[src/include/rhd_defs.svh]
`ifndef RHD_DEFS_SVH
`define RHD_DEFS_SVH

////////////////////////////////////////
// SPI frame timing
////////////////////////////////////////

// clk80 cycles per SCK period, SCK high in the first half
`define RHD_SCK_DIV 4
// Bit slots with chip select low
`define RHD_CMD_BITS 16
// Total slots per frame including the chip select high gap
`define RHD_FRAME_SLOTS 28

////////////////////////////////////////
// Command sequence
////////////////////////////////////////

`define RHD_PRE_READS 2
`define RHD_REG_COUNT 18
`define RHD_POST_READS 9
`define RHD_SWEEP_FRAMES 35

// Chip pipeline delay in frames
`define RHD_FIRST_SAMPLE 2
`define RHD_NUM_CHANNELS 32

// Sample buffering and host pacing in clk80 cycles
`define RHD_FIFO_DEPTH 16
`define RHD_OUT_GAP 8

`endif
[src/source/rhd_pkg.sv]
`include "rhd_defs.svh"

package rhd_pkg;

    ////////////////////////////////////////
    // Word and field types
    ////////////////////////////////////////

    // One SPI command or reply
    typedef logic [15:0] rhd_word_t;
    typedef logic [7:0]  rhd_byte_t;
    // Register number or channel field inside a command
    typedef logic [5:0]  rhd_field_t;
    typedef logic [4:0]  rhd_chan_t;

    typedef struct packed {
        rhd_chan_t chan;
        rhd_word_t data;
    } rhd_sample_t;

    // Power-up order, then sweeps forever
    typedef enum logic [2:0] {
        DUMMY_PRE,
        WRITE_REGS,
        CALIBRATE,
        DUMMY_POST,
        CONVERT
    } seq_state_t;

    ////////////////////////////////////////
    // Command opcodes
    ////////////////////////////////////////

    // Read of register 63
    localparam rhd_word_t CMD_READ63     = 16'hFF00;
    localparam rhd_word_t CMD_CALIBRATE  = 16'h5500;
    // Channel goes in bits 13:8
    localparam rhd_word_t CMD_CONVERT_OP = 16'h0000;

    localparam logic [1:0] CMD_WRITE_PREFIX = 2'b10;
    // Upper byte of every write acknowledgement
    localparam rhd_byte_t  WRITE_ACK_BYTE   = 8'hFF;

    // Register contents, written to registers 0 to 17 in order
    localparam rhd_byte_t rhd_reg_table [`RHD_REG_COUNT] = '{
        8'hDE, 8'h04, 8'h12, 8'h00,
        8'h80, 8'h00, 8'h80, 8'h00,
        8'h16, 8'h80, 8'h17, 8'h80,
        8'h2C, 8'h86, 8'hFF, 8'hFF,
        8'hFF, 8'hFF
    };

endpackage

[src/source/rhd_acq_top.sv]
`timescale 1ns/100ps

module rhd_acq_top (
    input  logic                 clk80,
    input  logic                 reset_n,
    // Chip SPI pins
    output logic                 rhd_cs,
    output logic                 rhd_sck,
    output logic                 rhd_mosi,
    input  logic                 rhd_miso,
    // Host side
    input  logic                 host_en,
    output rhd_pkg::rhd_sample_t sample_out,
    output logic                 sample_strobe,
    output logic                 overrun,
    output logic                 config_error
);
    import rhd_pkg::*;

    logic        push;
    rhd_sample_t push_sample;
    logic        pop;
    logic        empty;
    rhd_sample_t head;

    rhd_sequencer rhd_sequencer_i (
        .clk80        (clk80),
        .reset_n      (reset_n),
        .rhd_miso     (rhd_miso),
        .rhd_cs       (rhd_cs),
        .rhd_sck      (rhd_sck),
        .rhd_mosi     (rhd_mosi),
        .push         (push),
        .push_sample  (push_sample),
        .config_error (config_error)
    );

    sample_fifo sample_fifo_i (
        .clk80       (clk80),
        .reset_n     (reset_n),
        .push        (push),
        .push_sample (push_sample),
        .pop         (pop),
        .head        (head),
        .empty       (empty),
        .overrun     (overrun)
    );

    sample_reader sample_reader_i (
        .clk80         (clk80),
        .reset_n       (reset_n),
        .host_en       (host_en),
        .empty         (empty),
        .head          (head),
        .pop           (pop),
        .sample_out    (sample_out),
        .sample_strobe (sample_strobe)
    );

endmodule

[src/source/sample_reader.sv]
`timescale 1ns/100ps
`include "rhd_defs.svh"

module sample_reader (
    input  logic                 clk80,
    input  logic                 reset_n,
    input  logic                 host_en,
    input  logic                 empty,
    input  rhd_pkg::rhd_sample_t head,
    output logic                 pop,
    output rhd_pkg::rhd_sample_t sample_out,
    output logic                 sample_strobe
);
    localparam int GAP_W = $clog2(`RHD_OUT_GAP);

    localparam logic [GAP_W-1:0] GAP_LOAD = GAP_W'(`RHD_OUT_GAP - 1);

    logic [GAP_W-1:0] gap_cnt;

    // Zero count means the pacing interval has passed
    assign pop = host_en && !empty && gap_cnt == '0;

    always_ff @(posedge clk80 or posedge reset_n) begin
        if (reset_n) begin
            gap_cnt       <= '0;
            sample_strobe <= 1'b0;
        end else begin
            sample_strobe <= pop;
            if (pop) begin
                gap_cnt <= GAP_LOAD;
            end else if (gap_cnt != '0) begin
                gap_cnt <= gap_cnt - 1'b1;
            end
        end
    end

    // Output register, qualified by the strobe
    always_ff @(posedge clk80) begin
        if (pop) begin
            sample_out <= head;
        end
    end

endmodule

[src/source/sample_fifo.sv]
`timescale 1ns/100ps
`include "rhd_defs.svh"

module sample_fifo (
    input  logic                 clk80,
    input  logic                 reset_n,
    input  logic                 push,
    input  rhd_pkg::rhd_sample_t push_sample,
    input  logic                 pop,
    output rhd_pkg::rhd_sample_t head,
    output logic                 empty,
    output logic                 overrun
);
    import rhd_pkg::*;

    localparam int PTR_W   = $clog2(`RHD_FIFO_DEPTH);
    localparam int COUNT_W = PTR_W + 1;

    localparam logic [PTR_W-1:0]   PTR_LAST   = PTR_W'(`RHD_FIFO_DEPTH - 1);
    localparam logic [COUNT_W-1:0] COUNT_FULL = COUNT_W'(`RHD_FIFO_DEPTH);

    rhd_sample_t        mem [`RHD_FIFO_DEPTH];
    logic [PTR_W-1:0]   wr_ptr;
    logic [PTR_W-1:0]   rd_ptr;
    logic [COUNT_W-1:0] count;
    logic               full;
    logic               do_push;
    logic               do_pop;

    assign full    = count == COUNT_FULL;
    assign empty   = count == '0;
    assign do_push = push && !full;
    assign do_pop  = pop && !empty;

    // Show-ahead
    assign head = mem[rd_ptr];

    always_ff @(posedge clk80) begin
        if (do_push) begin
            mem[wr_ptr] <= push_sample;
        end
    end

    always_ff @(posedge clk80 or posedge reset_n) begin
        if (reset_n) begin
            wr_ptr  <= '0;
            rd_ptr  <= '0;
            count   <= '0;
            overrun <= 1'b0;
        end else begin
            if (do_push) begin
                wr_ptr <= (wr_ptr == PTR_LAST) ? '0 : wr_ptr + 1'b1;
            end
            if (do_pop) begin
                rd_ptr <= (rd_ptr == PTR_LAST) ? '0 : rd_ptr + 1'b1;
            end
            count <= count + COUNT_W'(do_push) - COUNT_W'(do_pop);
            // Dropped sample, held until reset
            if (push && full) begin
                overrun <= 1'b1;
            end
        end
    end

endmodule

[src/source/rhd_sequencer.sv]
`timescale 1ns/100ps
`include "rhd_defs.svh"

module rhd_sequencer (
    input  logic                 clk80,
    input  logic                 reset_n,
    input  logic                 rhd_miso,
    output logic                 rhd_cs,
    output logic                 rhd_sck,
    output logic                 rhd_mosi,
    output logic                 push,
    output rhd_pkg::rhd_sample_t push_sample,
    output logic                 config_error
);
    import rhd_pkg::*;

    localparam int REG_IDX_W = $clog2(`RHD_REG_COUNT);

    seq_state_t state;
    rhd_field_t frame_idx;
    logic       started;
    logic       frame_start;
    logic       frame_done;
    rhd_word_t  cmd_word;
    rhd_word_t  reply_word;
    rhd_byte_t  table_byte;
    logic       is_sample_frame;
    logic       ack_bad;
    logic [1:0] ack_valid;
    rhd_word_t  ack_expect [2];

    rhd_spi_frame rhd_spi_frame_i (
        .clk80       (clk80),
        .reset_n     (reset_n),
        .frame_start (frame_start),
        .cmd_word    (cmd_word),
        .rhd_miso    (rhd_miso),
        .rhd_cs      (rhd_cs),
        .rhd_sck     (rhd_sck),
        .rhd_mosi    (rhd_mosi),
        .frame_done  (frame_done),
        .reply_word  (reply_word)
    );

    // First frame right out of reset, then back to back
    always_ff @(posedge clk80 or posedge reset_n) begin
        if (reset_n) begin
            started     <= 1'b0;
            frame_start <= 1'b0;
        end else begin
            started     <= 1'b1;
            frame_start <= !started || frame_done;
        end
    end

    ////////////////////////////////////////
    // Command of the frame in flight
    ////////////////////////////////////////

    always_comb begin
        table_byte = '0;
        if (frame_idx < rhd_field_t'(`RHD_REG_COUNT)) begin
            table_byte = rhd_reg_table[REG_IDX_W'(frame_idx)];
        end
        case (state)
            WRITE_REGS: cmd_word = {CMD_WRITE_PREFIX, frame_idx, table_byte};
            CALIBRATE:  cmd_word = CMD_CALIBRATE;
            CONVERT:    cmd_word = CMD_CONVERT_OP | {2'b00, frame_idx, 8'h00};
            default:    cmd_word = CMD_READ63;
        endcase
    end

    // Advance once the current frame completes
    always_ff @(posedge clk80 or posedge reset_n) begin
        if (reset_n) begin
            state     <= DUMMY_PRE;
            frame_idx <= '0;
        end else if (frame_done) begin
            frame_idx <= frame_idx + 1'b1;
            case (state)
                DUMMY_PRE: begin
                    if (frame_idx == rhd_field_t'(`RHD_PRE_READS - 1)) begin
                        state     <= WRITE_REGS;
                        frame_idx <= '0;
                    end
                end
                WRITE_REGS: begin
                    if (frame_idx == rhd_field_t'(`RHD_REG_COUNT - 1)) begin
                        state     <= CALIBRATE;
                        frame_idx <= '0;
                    end
                end
                CALIBRATE: begin
                    state     <= DUMMY_POST;
                    frame_idx <= '0;
                end
                DUMMY_POST: begin
                    if (frame_idx == rhd_field_t'(`RHD_POST_READS - 1)) begin
                        state     <= CONVERT;
                        frame_idx <= '0;
                    end
                end
                default: begin
                    if (frame_idx == rhd_field_t'(`RHD_SWEEP_FRAMES - 1)) begin
                        frame_idx <= '0;
                    end
                end
            endcase
        end
    end

    ////////////////////////////////////////
    // Samples and acknowledgements
    ////////////////////////////////////////

    // Reply of frame i belongs to channel i - 2
    assign is_sample_frame = state == CONVERT
        && frame_idx >= rhd_field_t'(`RHD_FIRST_SAMPLE)
        && frame_idx < rhd_field_t'(`RHD_FIRST_SAMPLE + `RHD_NUM_CHANNELS);

    // Slot 1 holds the expectation for the frame two back
    assign ack_bad = frame_done && ack_valid[1] && reply_word != ack_expect[1];

    always_ff @(posedge clk80 or posedge reset_n) begin
        if (reset_n) begin
            push         <= 1'b0;
            ack_valid    <= '0;
            config_error <= 1'b0;
        end else begin
            push <= frame_done && is_sample_frame;
            if (frame_done) begin
                ack_valid <= {ack_valid[0], state == WRITE_REGS};
            end
            if (ack_bad) begin
                config_error <= 1'b1;
            end
        end
    end

    always_ff @(posedge clk80) begin
        if (frame_done) begin
            ack_expect[1] <= ack_expect[0];
            ack_expect[0] <= {WRITE_ACK_BYTE, table_byte};
        end
        if (frame_done && is_sample_frame) begin
            push_sample.chan <= rhd_chan_t'(frame_idx - rhd_field_t'(`RHD_FIRST_SAMPLE));
            push_sample.data <= reply_word;
        end
    end

endmodule

[src/source/rhd_spi_frame.sv]
`timescale 1ns/100ps
`include "rhd_defs.svh"

module rhd_spi_frame (
    input  logic               clk80,
    input  logic               reset_n,
    input  logic               frame_start,
    input  rhd_pkg::rhd_word_t cmd_word,
    input  logic               rhd_miso,
    output logic               rhd_cs,
    output logic               rhd_sck,
    output logic               rhd_mosi,
    output logic               frame_done,
    output rhd_pkg::rhd_word_t reply_word
);
    import rhd_pkg::*;

    localparam int PHASE_W = $clog2(`RHD_SCK_DIV);
    localparam int SLOT_W  = $clog2(`RHD_FRAME_SLOTS);

    localparam logic [PHASE_W-1:0] PHASE_FALL = PHASE_W'(`RHD_SCK_DIV / 2 - 1);
    localparam logic [PHASE_W-1:0] PHASE_LAST = PHASE_W'(`RHD_SCK_DIV - 1);
    localparam logic [SLOT_W-1:0]  SLOT_BITS  = SLOT_W'(`RHD_CMD_BITS);
    localparam logic [SLOT_W-1:0]  SLOT_LAST  = SLOT_W'(`RHD_FRAME_SLOTS - 1);

    logic               busy;
    logic [PHASE_W-1:0] phase;
    logic [SLOT_W-1:0]  slot;
    logic               in_bits;
    logic               end_of_slot;
    rhd_word_t          tx_shift;
    rhd_word_t          rx_shift;

    assign in_bits     = slot < SLOT_BITS;
    assign end_of_slot = phase == PHASE_LAST;

    // Phase within an SCK period and slot within the frame
    always_ff @(posedge clk80 or posedge reset_n) begin
        if (reset_n) begin
            busy  <= 1'b0;
            phase <= '0;
            slot  <= '0;
        end else if (frame_start) begin
            busy  <= 1'b1;
            phase <= '0;
            slot  <= '0;
        end else if (busy) begin
            if (end_of_slot) begin
                phase <= '0;
                slot  <= slot + 1'b1;
                if (slot == SLOT_LAST) begin
                    busy <= 1'b0;
                    slot <= '0;
                end
            end else begin
                phase <= phase + 1'b1;
            end
        end
    end

    ////////////////////////////////////////
    // Chip pins
    ////////////////////////////////////////

    always_ff @(posedge clk80 or posedge reset_n) begin
        if (reset_n) begin
            rhd_cs   <= 1'b1;
            rhd_sck  <= 1'b0;
            rhd_mosi <= 1'b0;
        end else if (frame_start) begin
            rhd_cs   <= 1'b0;
            rhd_sck  <= 1'b1;
            rhd_mosi <= cmd_word[15];
        end else if (busy && in_bits) begin
            if (phase == PHASE_FALL) begin
                rhd_sck <= 1'b0;
            end
            if (end_of_slot) begin
                if (slot == SLOT_BITS - 1'b1) begin
                    // Last bit done, gap starts with SCK parked low
                    rhd_cs   <= 1'b1;
                    rhd_mosi <= 1'b0;
                end else begin
                    rhd_sck  <= 1'b1;
                    rhd_mosi <= tx_shift[15];
                end
            end
        end
    end

    // MSB first out, MISO taken as SCK falls
    always_ff @(posedge clk80) begin
        if (frame_start) begin
            tx_shift <= {cmd_word[14:0], 1'b0};
        end else if (busy && in_bits && end_of_slot) begin
            tx_shift <= {tx_shift[14:0], 1'b0};
        end
        if (busy && in_bits && phase == PHASE_FALL) begin
            rx_shift <= {rx_shift[14:0], rhd_miso};
        end
    end

    assign frame_done = busy && slot == SLOT_LAST && end_of_slot;
    assign reply_word = rx_shift;

endmodule

[config.mk]
export PLATFORM = sky130hd
export DESIGN_NAME = rhd_acq_top
export DESIGN_NICKNAME = d
export VERILOG_FILES = /design/src/source/rhd_pkg.sv /design/src/source/rhd_acq_top.sv /design/src/source/sample_reader.sv /design/src/source/sample_fifo.sv /design/src/source/rhd_sequencer.sv /design/src/source/rhd_spi_frame.sv
export VERILOG_INCLUDE_DIRS = /design/src /design/src/include
export SDC_FILE = /design/constraint.sdc
export NUM_CORES = 1
export LEC_CHECK = 0
export BUFFER_PORTS_ARGS = -buffer_cell sky130_fd_sc_hd__buf_2
export CAP_MARGIN = 15
export CORE_MARGIN = 8
export CORE_UTILIZATION = 65
export DETAILED_ROUTE_END_ITERATION = 8
export PLACE_DENSITY = 0.82
export SLEW_MARGIN = 20
export SYNTH_ARGS = -nofsm -noshare
export SYNTH_HDL_FRONTEND = slang
export SYNTH_SLANG_ARGS = --single-unit
export TNS_END_PERCENT = 50
[constraint.sdc]
create_clock -name clk80 -period 7.2 [get_ports clk80]
set_input_delay 0.36 -clock clk80 [delete_from_list [all_inputs] [get_ports clk80]]
set_output_delay 0.36 -clock clk80 [all_outputs]
set_load 0.02 [all_outputs]
## Word level (Yosys, flattened, before mapping)

Memories as Yosys holds them, arrays and structs flattened. A register that Yosys moved wholly into a read port is not among the register bits.
Cells that the tools add are included.

| storage, ports and cells | value |
|---|---|
| memory bits (read-only) | 256 |
| word-level logic and storage cells | 141 |
| bits of input ports | 4 |
| RAM bits | 368 |
| memories | 3 |
| flip-flop bits (word level) | 96 |
| output and inout bits | 27 |

Memory list:

| memory | words | bits a word | read ports | clocked after Yosys merged registers in | wr ports | line | RTL |
|---|---|---|---|---|---|---|---|
| sample_fifo_i.mem | 16 | 21 | 1 | 1 | 1 | sample_fifo.sv:22 | `` rhd_sample_t mem [`RHD_FIFO_DEPTH]; `` |
| (no name shown) | 32 | 8 | 1 | 0 | 0 | rhd_sequencer.sv:63 | `table_byte = rhd_reg_table[REG_IDX_W'(frame_idx)];` |
| rhd_sequencer_i.ack_expect | 2 | 16 | 2 | 0 | 2 | rhd_sequencer.sv:30 | `rhd_word_t ack_expect [2];` |

| cells by class | value |
|---|---|
| reduce and logical (&&, ||, !) cells | 34 |
| equal/unequal tests | 19 |
| mux-type cells | 47 |
| order comparisons | 5 |
| add/sub/neg operators | 9 |
| bitwise gates (word level) | 1 |

Operators by type and width:

| operator | number |
|---|---|
| 16-bit case mux with 3 select lines | 1 |
| 16-bit two-way mux | 2 |
| 6-bit two-way mux | 4 |
| 8-bit two-way mux | 3 |
| 6-bit case mux with 4 select lines | 1 |
| 1-bit two-way mux | 21 |
| 5-bit two-way mux | 4 |
| 16-bit != test | 1 |
| 1-bit logical AND | 15 |
| 3-bit two-way mux | 5 |
| 3-bit case mux with 4 select lines | 1 |
| 2-bit nonzero test | 6 |
| 5-bit equality test (second input constant) | 2 |
| 4-bit by 1-bit adder with 4-bit output (second input constant) | 2 |
| 4-bit equality test (second input constant) | 2 |
| 4-bit two-way mux | 2 |
| 6-bit by 1-bit adder with 6-bit output (second input constant) | 1 |
| 3-bit by 2-bit equality test with 1-bit output (second input constant) | 2 |
| 6-bit by 1-bit equality test with 1-bit output (second input constant) | 1 |
| 6-bit by 4-bit equality test with 1-bit output (second input constant) | 1 |
| 6-bit by 5-bit equality test with 1-bit output (second input constant) | 1 |
| 6-bit equality test (second input constant) | 1 |
| 6-bit by 2-bit >= comparator with 1-bit output (second input constant) | 1 |
| 6-bit >= comparator (second input constant) | 1 |
| 26 further kinds | 34 |

## Depth between registers and ports, before layout

| depth | value |
|---|---|
| depth after elaboration | 7 |
| gate-level depth with buffers | 12 |
| gate-level depth less buffers | 12 |

## Cells and area by module

From an unflattened synthesis, not the netlist that was laid out.

| second synthesis, totals | value |
|---|---|
| cells, all modules | 1041 |
| area total of the unflattened synthesis | 18806.8 um2 |

Modules (own cells, without submodules):

| module | area each (um2) | sequential area each (um2) | instances | cells an instance |
|---|---|---|---|---|
| sample_fifo | 13808.2 | 10440.0 | 1 | 700 |
| rhd_sequencer | 2456.1 | 1486.4 | 1 | 192 |
| rhd_spi_frame | 1691.6 | 1207.4 | 1 | 109 |
| sample_reader | 850.8 | 730.7 | 1 | 40 |

## Worst setup path before layout

No wires, ideal clock.

| timing | value |
|---|---|
| path kind | register to register |
| start point | reg rhd_sequencer_i.rhd_spi_frame_i.slot[0] |
| end point | reg, netlist name rhd_sequencer_i.push_sample[0] |
| clock period less this slack | 3.560 ns |
| buffers on the path | 1 |
| cell stages (with the launch flop) | 7 |
| required time | 6.766 ns |
| setup time | 0.434 ns |
| arrival | 3.127 ns |
| slack | 3.640 ns |
| cell sequence | dfrtp_1 > ha_1 > and4b_1 > clkbuf_1 > nand3_1 > or3_1 > a211oi_1 |

| between the ends | value |
|---|---|
| word-level cells in the longest chain between the ends | 4 |

Ends and longest elaborated chain:

| element | line | RTL |
|---|---|---|
| from (decl) | rhd_spi_frame.sv:28 | `logic [SLOT_W-1:0] slot;` |
| from (signal assigned) | rhd_spi_frame.sv:50 | `slot <= slot + 1'b1;` |
| 5-bit equality test | rhd_spi_frame.sv:103 | `assign frame_done = busy && slot == SLOT_LAST && end_of_slot;` |
| 1-bit logical AND (2 in series) | rhd_spi_frame.sv:103 |  |
| 1-bit logical AND | rhd_sequencer.sv:145 | `if (frame_done && is_sample_frame) begin` |

No other way between the ends.
A chain may end at the register's enable or synchronous reset.

## Worst setup path after layout

| timing | value |
|---|---|
| start point | reg rhd_sequencer_i.rhd_spi_frame_i.slot[0] |
| end point | reg, netlist name rhd_sequencer_i.push_sample[5] |

| between the ends | value |
|---|---|
| word-level cells in the longest chain between the ends | 4 |

Ends and longest elaborated chain:

| element | line |
|---|---|
| 5-bit equality test | rhd_spi_frame.sv:103 |
| 1-bit logical AND (2 in series) | rhd_spi_frame.sv:103 |
| 1-bit logical AND | rhd_sequencer.sv:145 |

No other way between the ends.

==> results.sh <==
export IMPL_outcome="finished, final reports clean"
export IMPL_root_buffer="clkbuf_16"
export IMPL_met3_length_um=3292
export IMPL_grt_max_degree=68
export IMPL_final_cell_mix="edfxtp_1 (425), mux4_2 (84), clkbuf_16 (45), dfrtp_1 (40), a21oi_1 (39)"
export IMPL_yosys_warnings=0
export IMPL_postCtsHoldBufs=1
export IMPL_path_buf_inv=0
export IMPL_num_vias=9340
export IMPL_ys_seq_area_share_pct=75.03
export IMPL_drt_first_pass_iters=7
export IMPL_track_usage_pct=22.74
export IMPL_pwr_share_clk_pct=33.9
export IMPL_die_h_um=184.6
export IMPL_rows=61
export IMPL_met1_length_um=14350
export IMPL_crit_required_ns=7.35
export IMPL_slew_headroom_pct=30.13
export IMPL_vdd_drop_max_mv=0.2117
export IMPL_clock_sink_count=469
export IMPL_layout_commonest_cell="edfxtp_1"
export IMPL_ys_ff_latch=469
export IMPL_netlist_instances=984
export IMPL_num_io_pins=31
export IMPL_topRoutingLayerUsed="met4"
export IMPL_post_route_util_pct=73.49
export IMPL_coreArea_um2=27860
export IMPL_numCtsBuffers=45
export IMPL_antenna_found_initial=0
export IMPL_port_buffers=30
export IMPL_tightest_slew_ns=1.045
export IMPL_reg2reg_slack_ns=4.12
export IMPL_finalClockSkew_ns=0.02385
export IMPL_slowest_delay_ns=0.83
export IMPL_ys_types=58
export IMPL_crit_path_end_kind="register"
export IMPL_fillers=1530
export IMPL_multi_input_area_um2=4294
export IMPL_drv_slew=0
export IMPL_hpwl_um=19900
export IMPL_antenna_cells=0
export IMPL_r2r_start="rhd_sequencer_i.rhd_spi_frame_i.slot[0]"
export IMPL_cts_tree="built"
export IMPL_die_x_um=184.6
export IMPL_power_frac_comb_pct=17.1
export IMPL_clock_latency_ns=0.55
export IMPL_finalHoldViolCount=0
export IMPL_setup_tns_ns=0
export IMPL_rsz0062_at_grt="false"
export IMPL_crit_fanout=22
export IMPL_p_sw_share_pct=25.24
export IMPL_drv_cap=0
export IMPL_gp_congestion=0.8341
export IMPL_grt_first_pass_wirelength_um=57200
export IMPL_pwr_share_seq_pct=49.0
export IMPL_vias_per_cell=6.491
export IMPL_synth_edf_count=425
export IMPL_die_area_um2=34080
export IMPL_drc_errors=0
export IMPL_area_growth_pct=10.79
export IMPL_period_minus_slack_ns=3.085
export IMPL_start_kind="register"
export IMPL_routed_wirelength_um=38170
export IMPL_cts_path_max_buffers=3
export IMPL_period_share_pct=42.84
export IMPL_instances_no_fill=1439
export IMPL_ys_flop_type="edfxtp_1"
export IMPL_total_leakage_power_nw=7.008
export IMPL_crit_path_cell_trace="ha_1, and4b_1, nand3_1, or3_1, a211oi_4"
export IMPL_setup_slack_ns=4.115
export IMPL_fmax_mhz=324.2
export IMPL_setup_violations=0
export IMPL_timing_setup_critical_path_class="reg2reg"
export IMPL_power_switching_mw=1.653
export IMPL_initial_core_util_pct=66.33
export IMPL_overflow=0
export IMPL_post_cts_buffers=0
export IMPL_timing_rr_end="rhd_sequencer_i.push_sample[5]"
export IMPL_grt_pass1_vias=9583
export IMPL_critPathTopFamily="simple AND/OR/NAND/NOR gates"
export IMPL_path_clk_slew_ns=0.06
export IMPL_wl_met2_um=19090
export IMPL_cp_startpoint="rhd_sequencer_i.rhd_spi_frame_i.slot[0]"
export IMPL_syn_nets=1014
export IMPL_avgRoutedWirePerCell_um=26.53
export IMPL_drive_gt1_share_pct=20.08
export IMPL_layout_nets=1057
export IMPL_cts_htree_levels=2
export IMPL_syn_avg_cell_area_um2=18.78
export IMPL_syn_cell_area_um2=18480
export IMPL_dp_cells=1356
export IMPL_worst_r2r_cell_count=5
export IMPL_internal_power_mw=4.897
export IMPL_antenna_left=0
export IMPL_dp_slack_ns=4.123
export IMPL_critPathArrivalTime_ns=3.23
export IMPL_cp_slowest_cell="a211oi_4"
export IMPL_register_area_um2=13880
export IMPL_hp_class="in2async"
export IMPL_ys_async_sr_fraction_pct=9.382
export IMPL_power_density_nw_per_um2=319.9
export IMPL_cts_resized=0
export IMPL_drt_iter0_markers=1051
export IMPL_finalHoldWorstSlack_ns=0.02799
[how the worst max path moves through the flow]
stage                                           end  cells after the start
floorplan            rhd_sequencer_i.push_sample[0]                      6
finish               rhd_sequencer_i.push_sample[5]                      5
global route               sample_fifo_i.mem[11][9]                      6
global placement    rhd_sequencer_i.push_sample[11]                      5
detailed placement   rhd_sequencer_i.push_sample[8]                      5
CTS                 rhd_sequencer_i.push_sample[12]                      5
[flip-flops by register name, indices dropped and copies added, names as in the netlist, 3 cells and up]
register / flops
rhd_sequencer_i.state: 3
rhd_sequencer_i.rhd_spi_frame_i.reply_word: 16
sample_fifo_i.wr_ptr: 4
sample_fifo_i.mem: 336
sample_reader_i.sample_out: 21
sample_reader_i.gap_cnt: 3
rhd_sequencer_i.frame_idx: 6
sample_fifo_i.count: 5
sample_fifo_i.rd_ptr: 4
rhd_sequencer_i.ack_expect: 16
rhd_sequencer_i.rhd_spi_frame_i.slot: 5
rhd_sequencer_i.push_sample: 21
rhd_sequencer_i.rhd_spi_frame_i.tx_shift: 15
[stage by stage]
step / area, µm² / total power [mW]
floorplan: 18480 / 4.108
global placement: 19060 / 4.317
global route: 20470 / 6.782
CTS: 20450 / 6.588
finish: 20470 / 6.550
detailed placement: 19060 / 4.353
[synth_stat cells, types with 7 or more instances]
cell	n	share of area, %
edfxtp_1	425	69
mux4_2	84	10
dfrtp_1	43	5.8
a21oi_1	39	1.1
clkbuf_1	35	0.71
nor2_1	34	0.69
nor2b_1	32	1.1
inv_1	31	0.63
a211oi_1	25	1.0
ha_1	25	1.7
mux2i_1	23	1.2
nand2_1	23	0.47
o21ai_0	21	0.57
xor2_1	11	0.52
buf_1	9	0.18
buf_2	9	0.24
nand3_1	9	0.24
and3_1	8	0.27
nand4_1	7	0.24
[logic make-up (layout without fill, tap and decap cells)]
family,Yosys count,after routing,synth area share (%)
multiplexers,110,110,11.67
adder cells (fa/ha/maj),26,26,1.801
flip-flops,469,469,75.03
other,1,1,0.02029
AND/OR/NAND/NOR,148,148,4.340
AO/OA/AOI/OAI,126,126,4.428
XOR/XNOR,17,17,0.8057
buffers and inverters,87,164,1.909
[layout make-up]
cell class | count | share of cell area (%)
inverter | 32 | 0.5867
sequential | 469 | 67.77
clock inverter | 15 | 0.6111
multi-input combinational | 428 | 20.97
tap | 378 | 2.310
clock buffer | 66 | 6.130
timing repair buffer | 51 | 1.613
[metal layers]
layer	up-vias	GRT usage, %
li1	3979	-
met1	4726	29.22
met2	527	38.26
met3	108	4.135
met4	0	9.315
met5	-	0
[worst register-to-register path: cells and delay by family, from the launching register on]
kind,cells,cell delay [ns]
adder cells (fa/ha/maj),1,0.21
AND/OR/NAND/NOR,3,1.28
flip-flops,1,0.38
AO/OA/AOI/OAI,1,0.83
[power by group through the flow]
| stage | registers, mW | logic, mW | clock network [mW] |
|---|---|---|---|
| 3_5_place_dp | 3.32 | 1.04 | 0 |
| 5_1_grt | 3.23 | 1.21 | 2.34 |
| 2_1_floorplan | 3.15 | 0.958 | 0 |
| 4_1_cts | 3.26 | 1.07 | 2.25 |
| 6_report | 3.21 | 1.12 | 2.22 |
| 3_3_place_gp | 3.31 | 1.01 | 0 |
(Power assumes the default switching activity.)
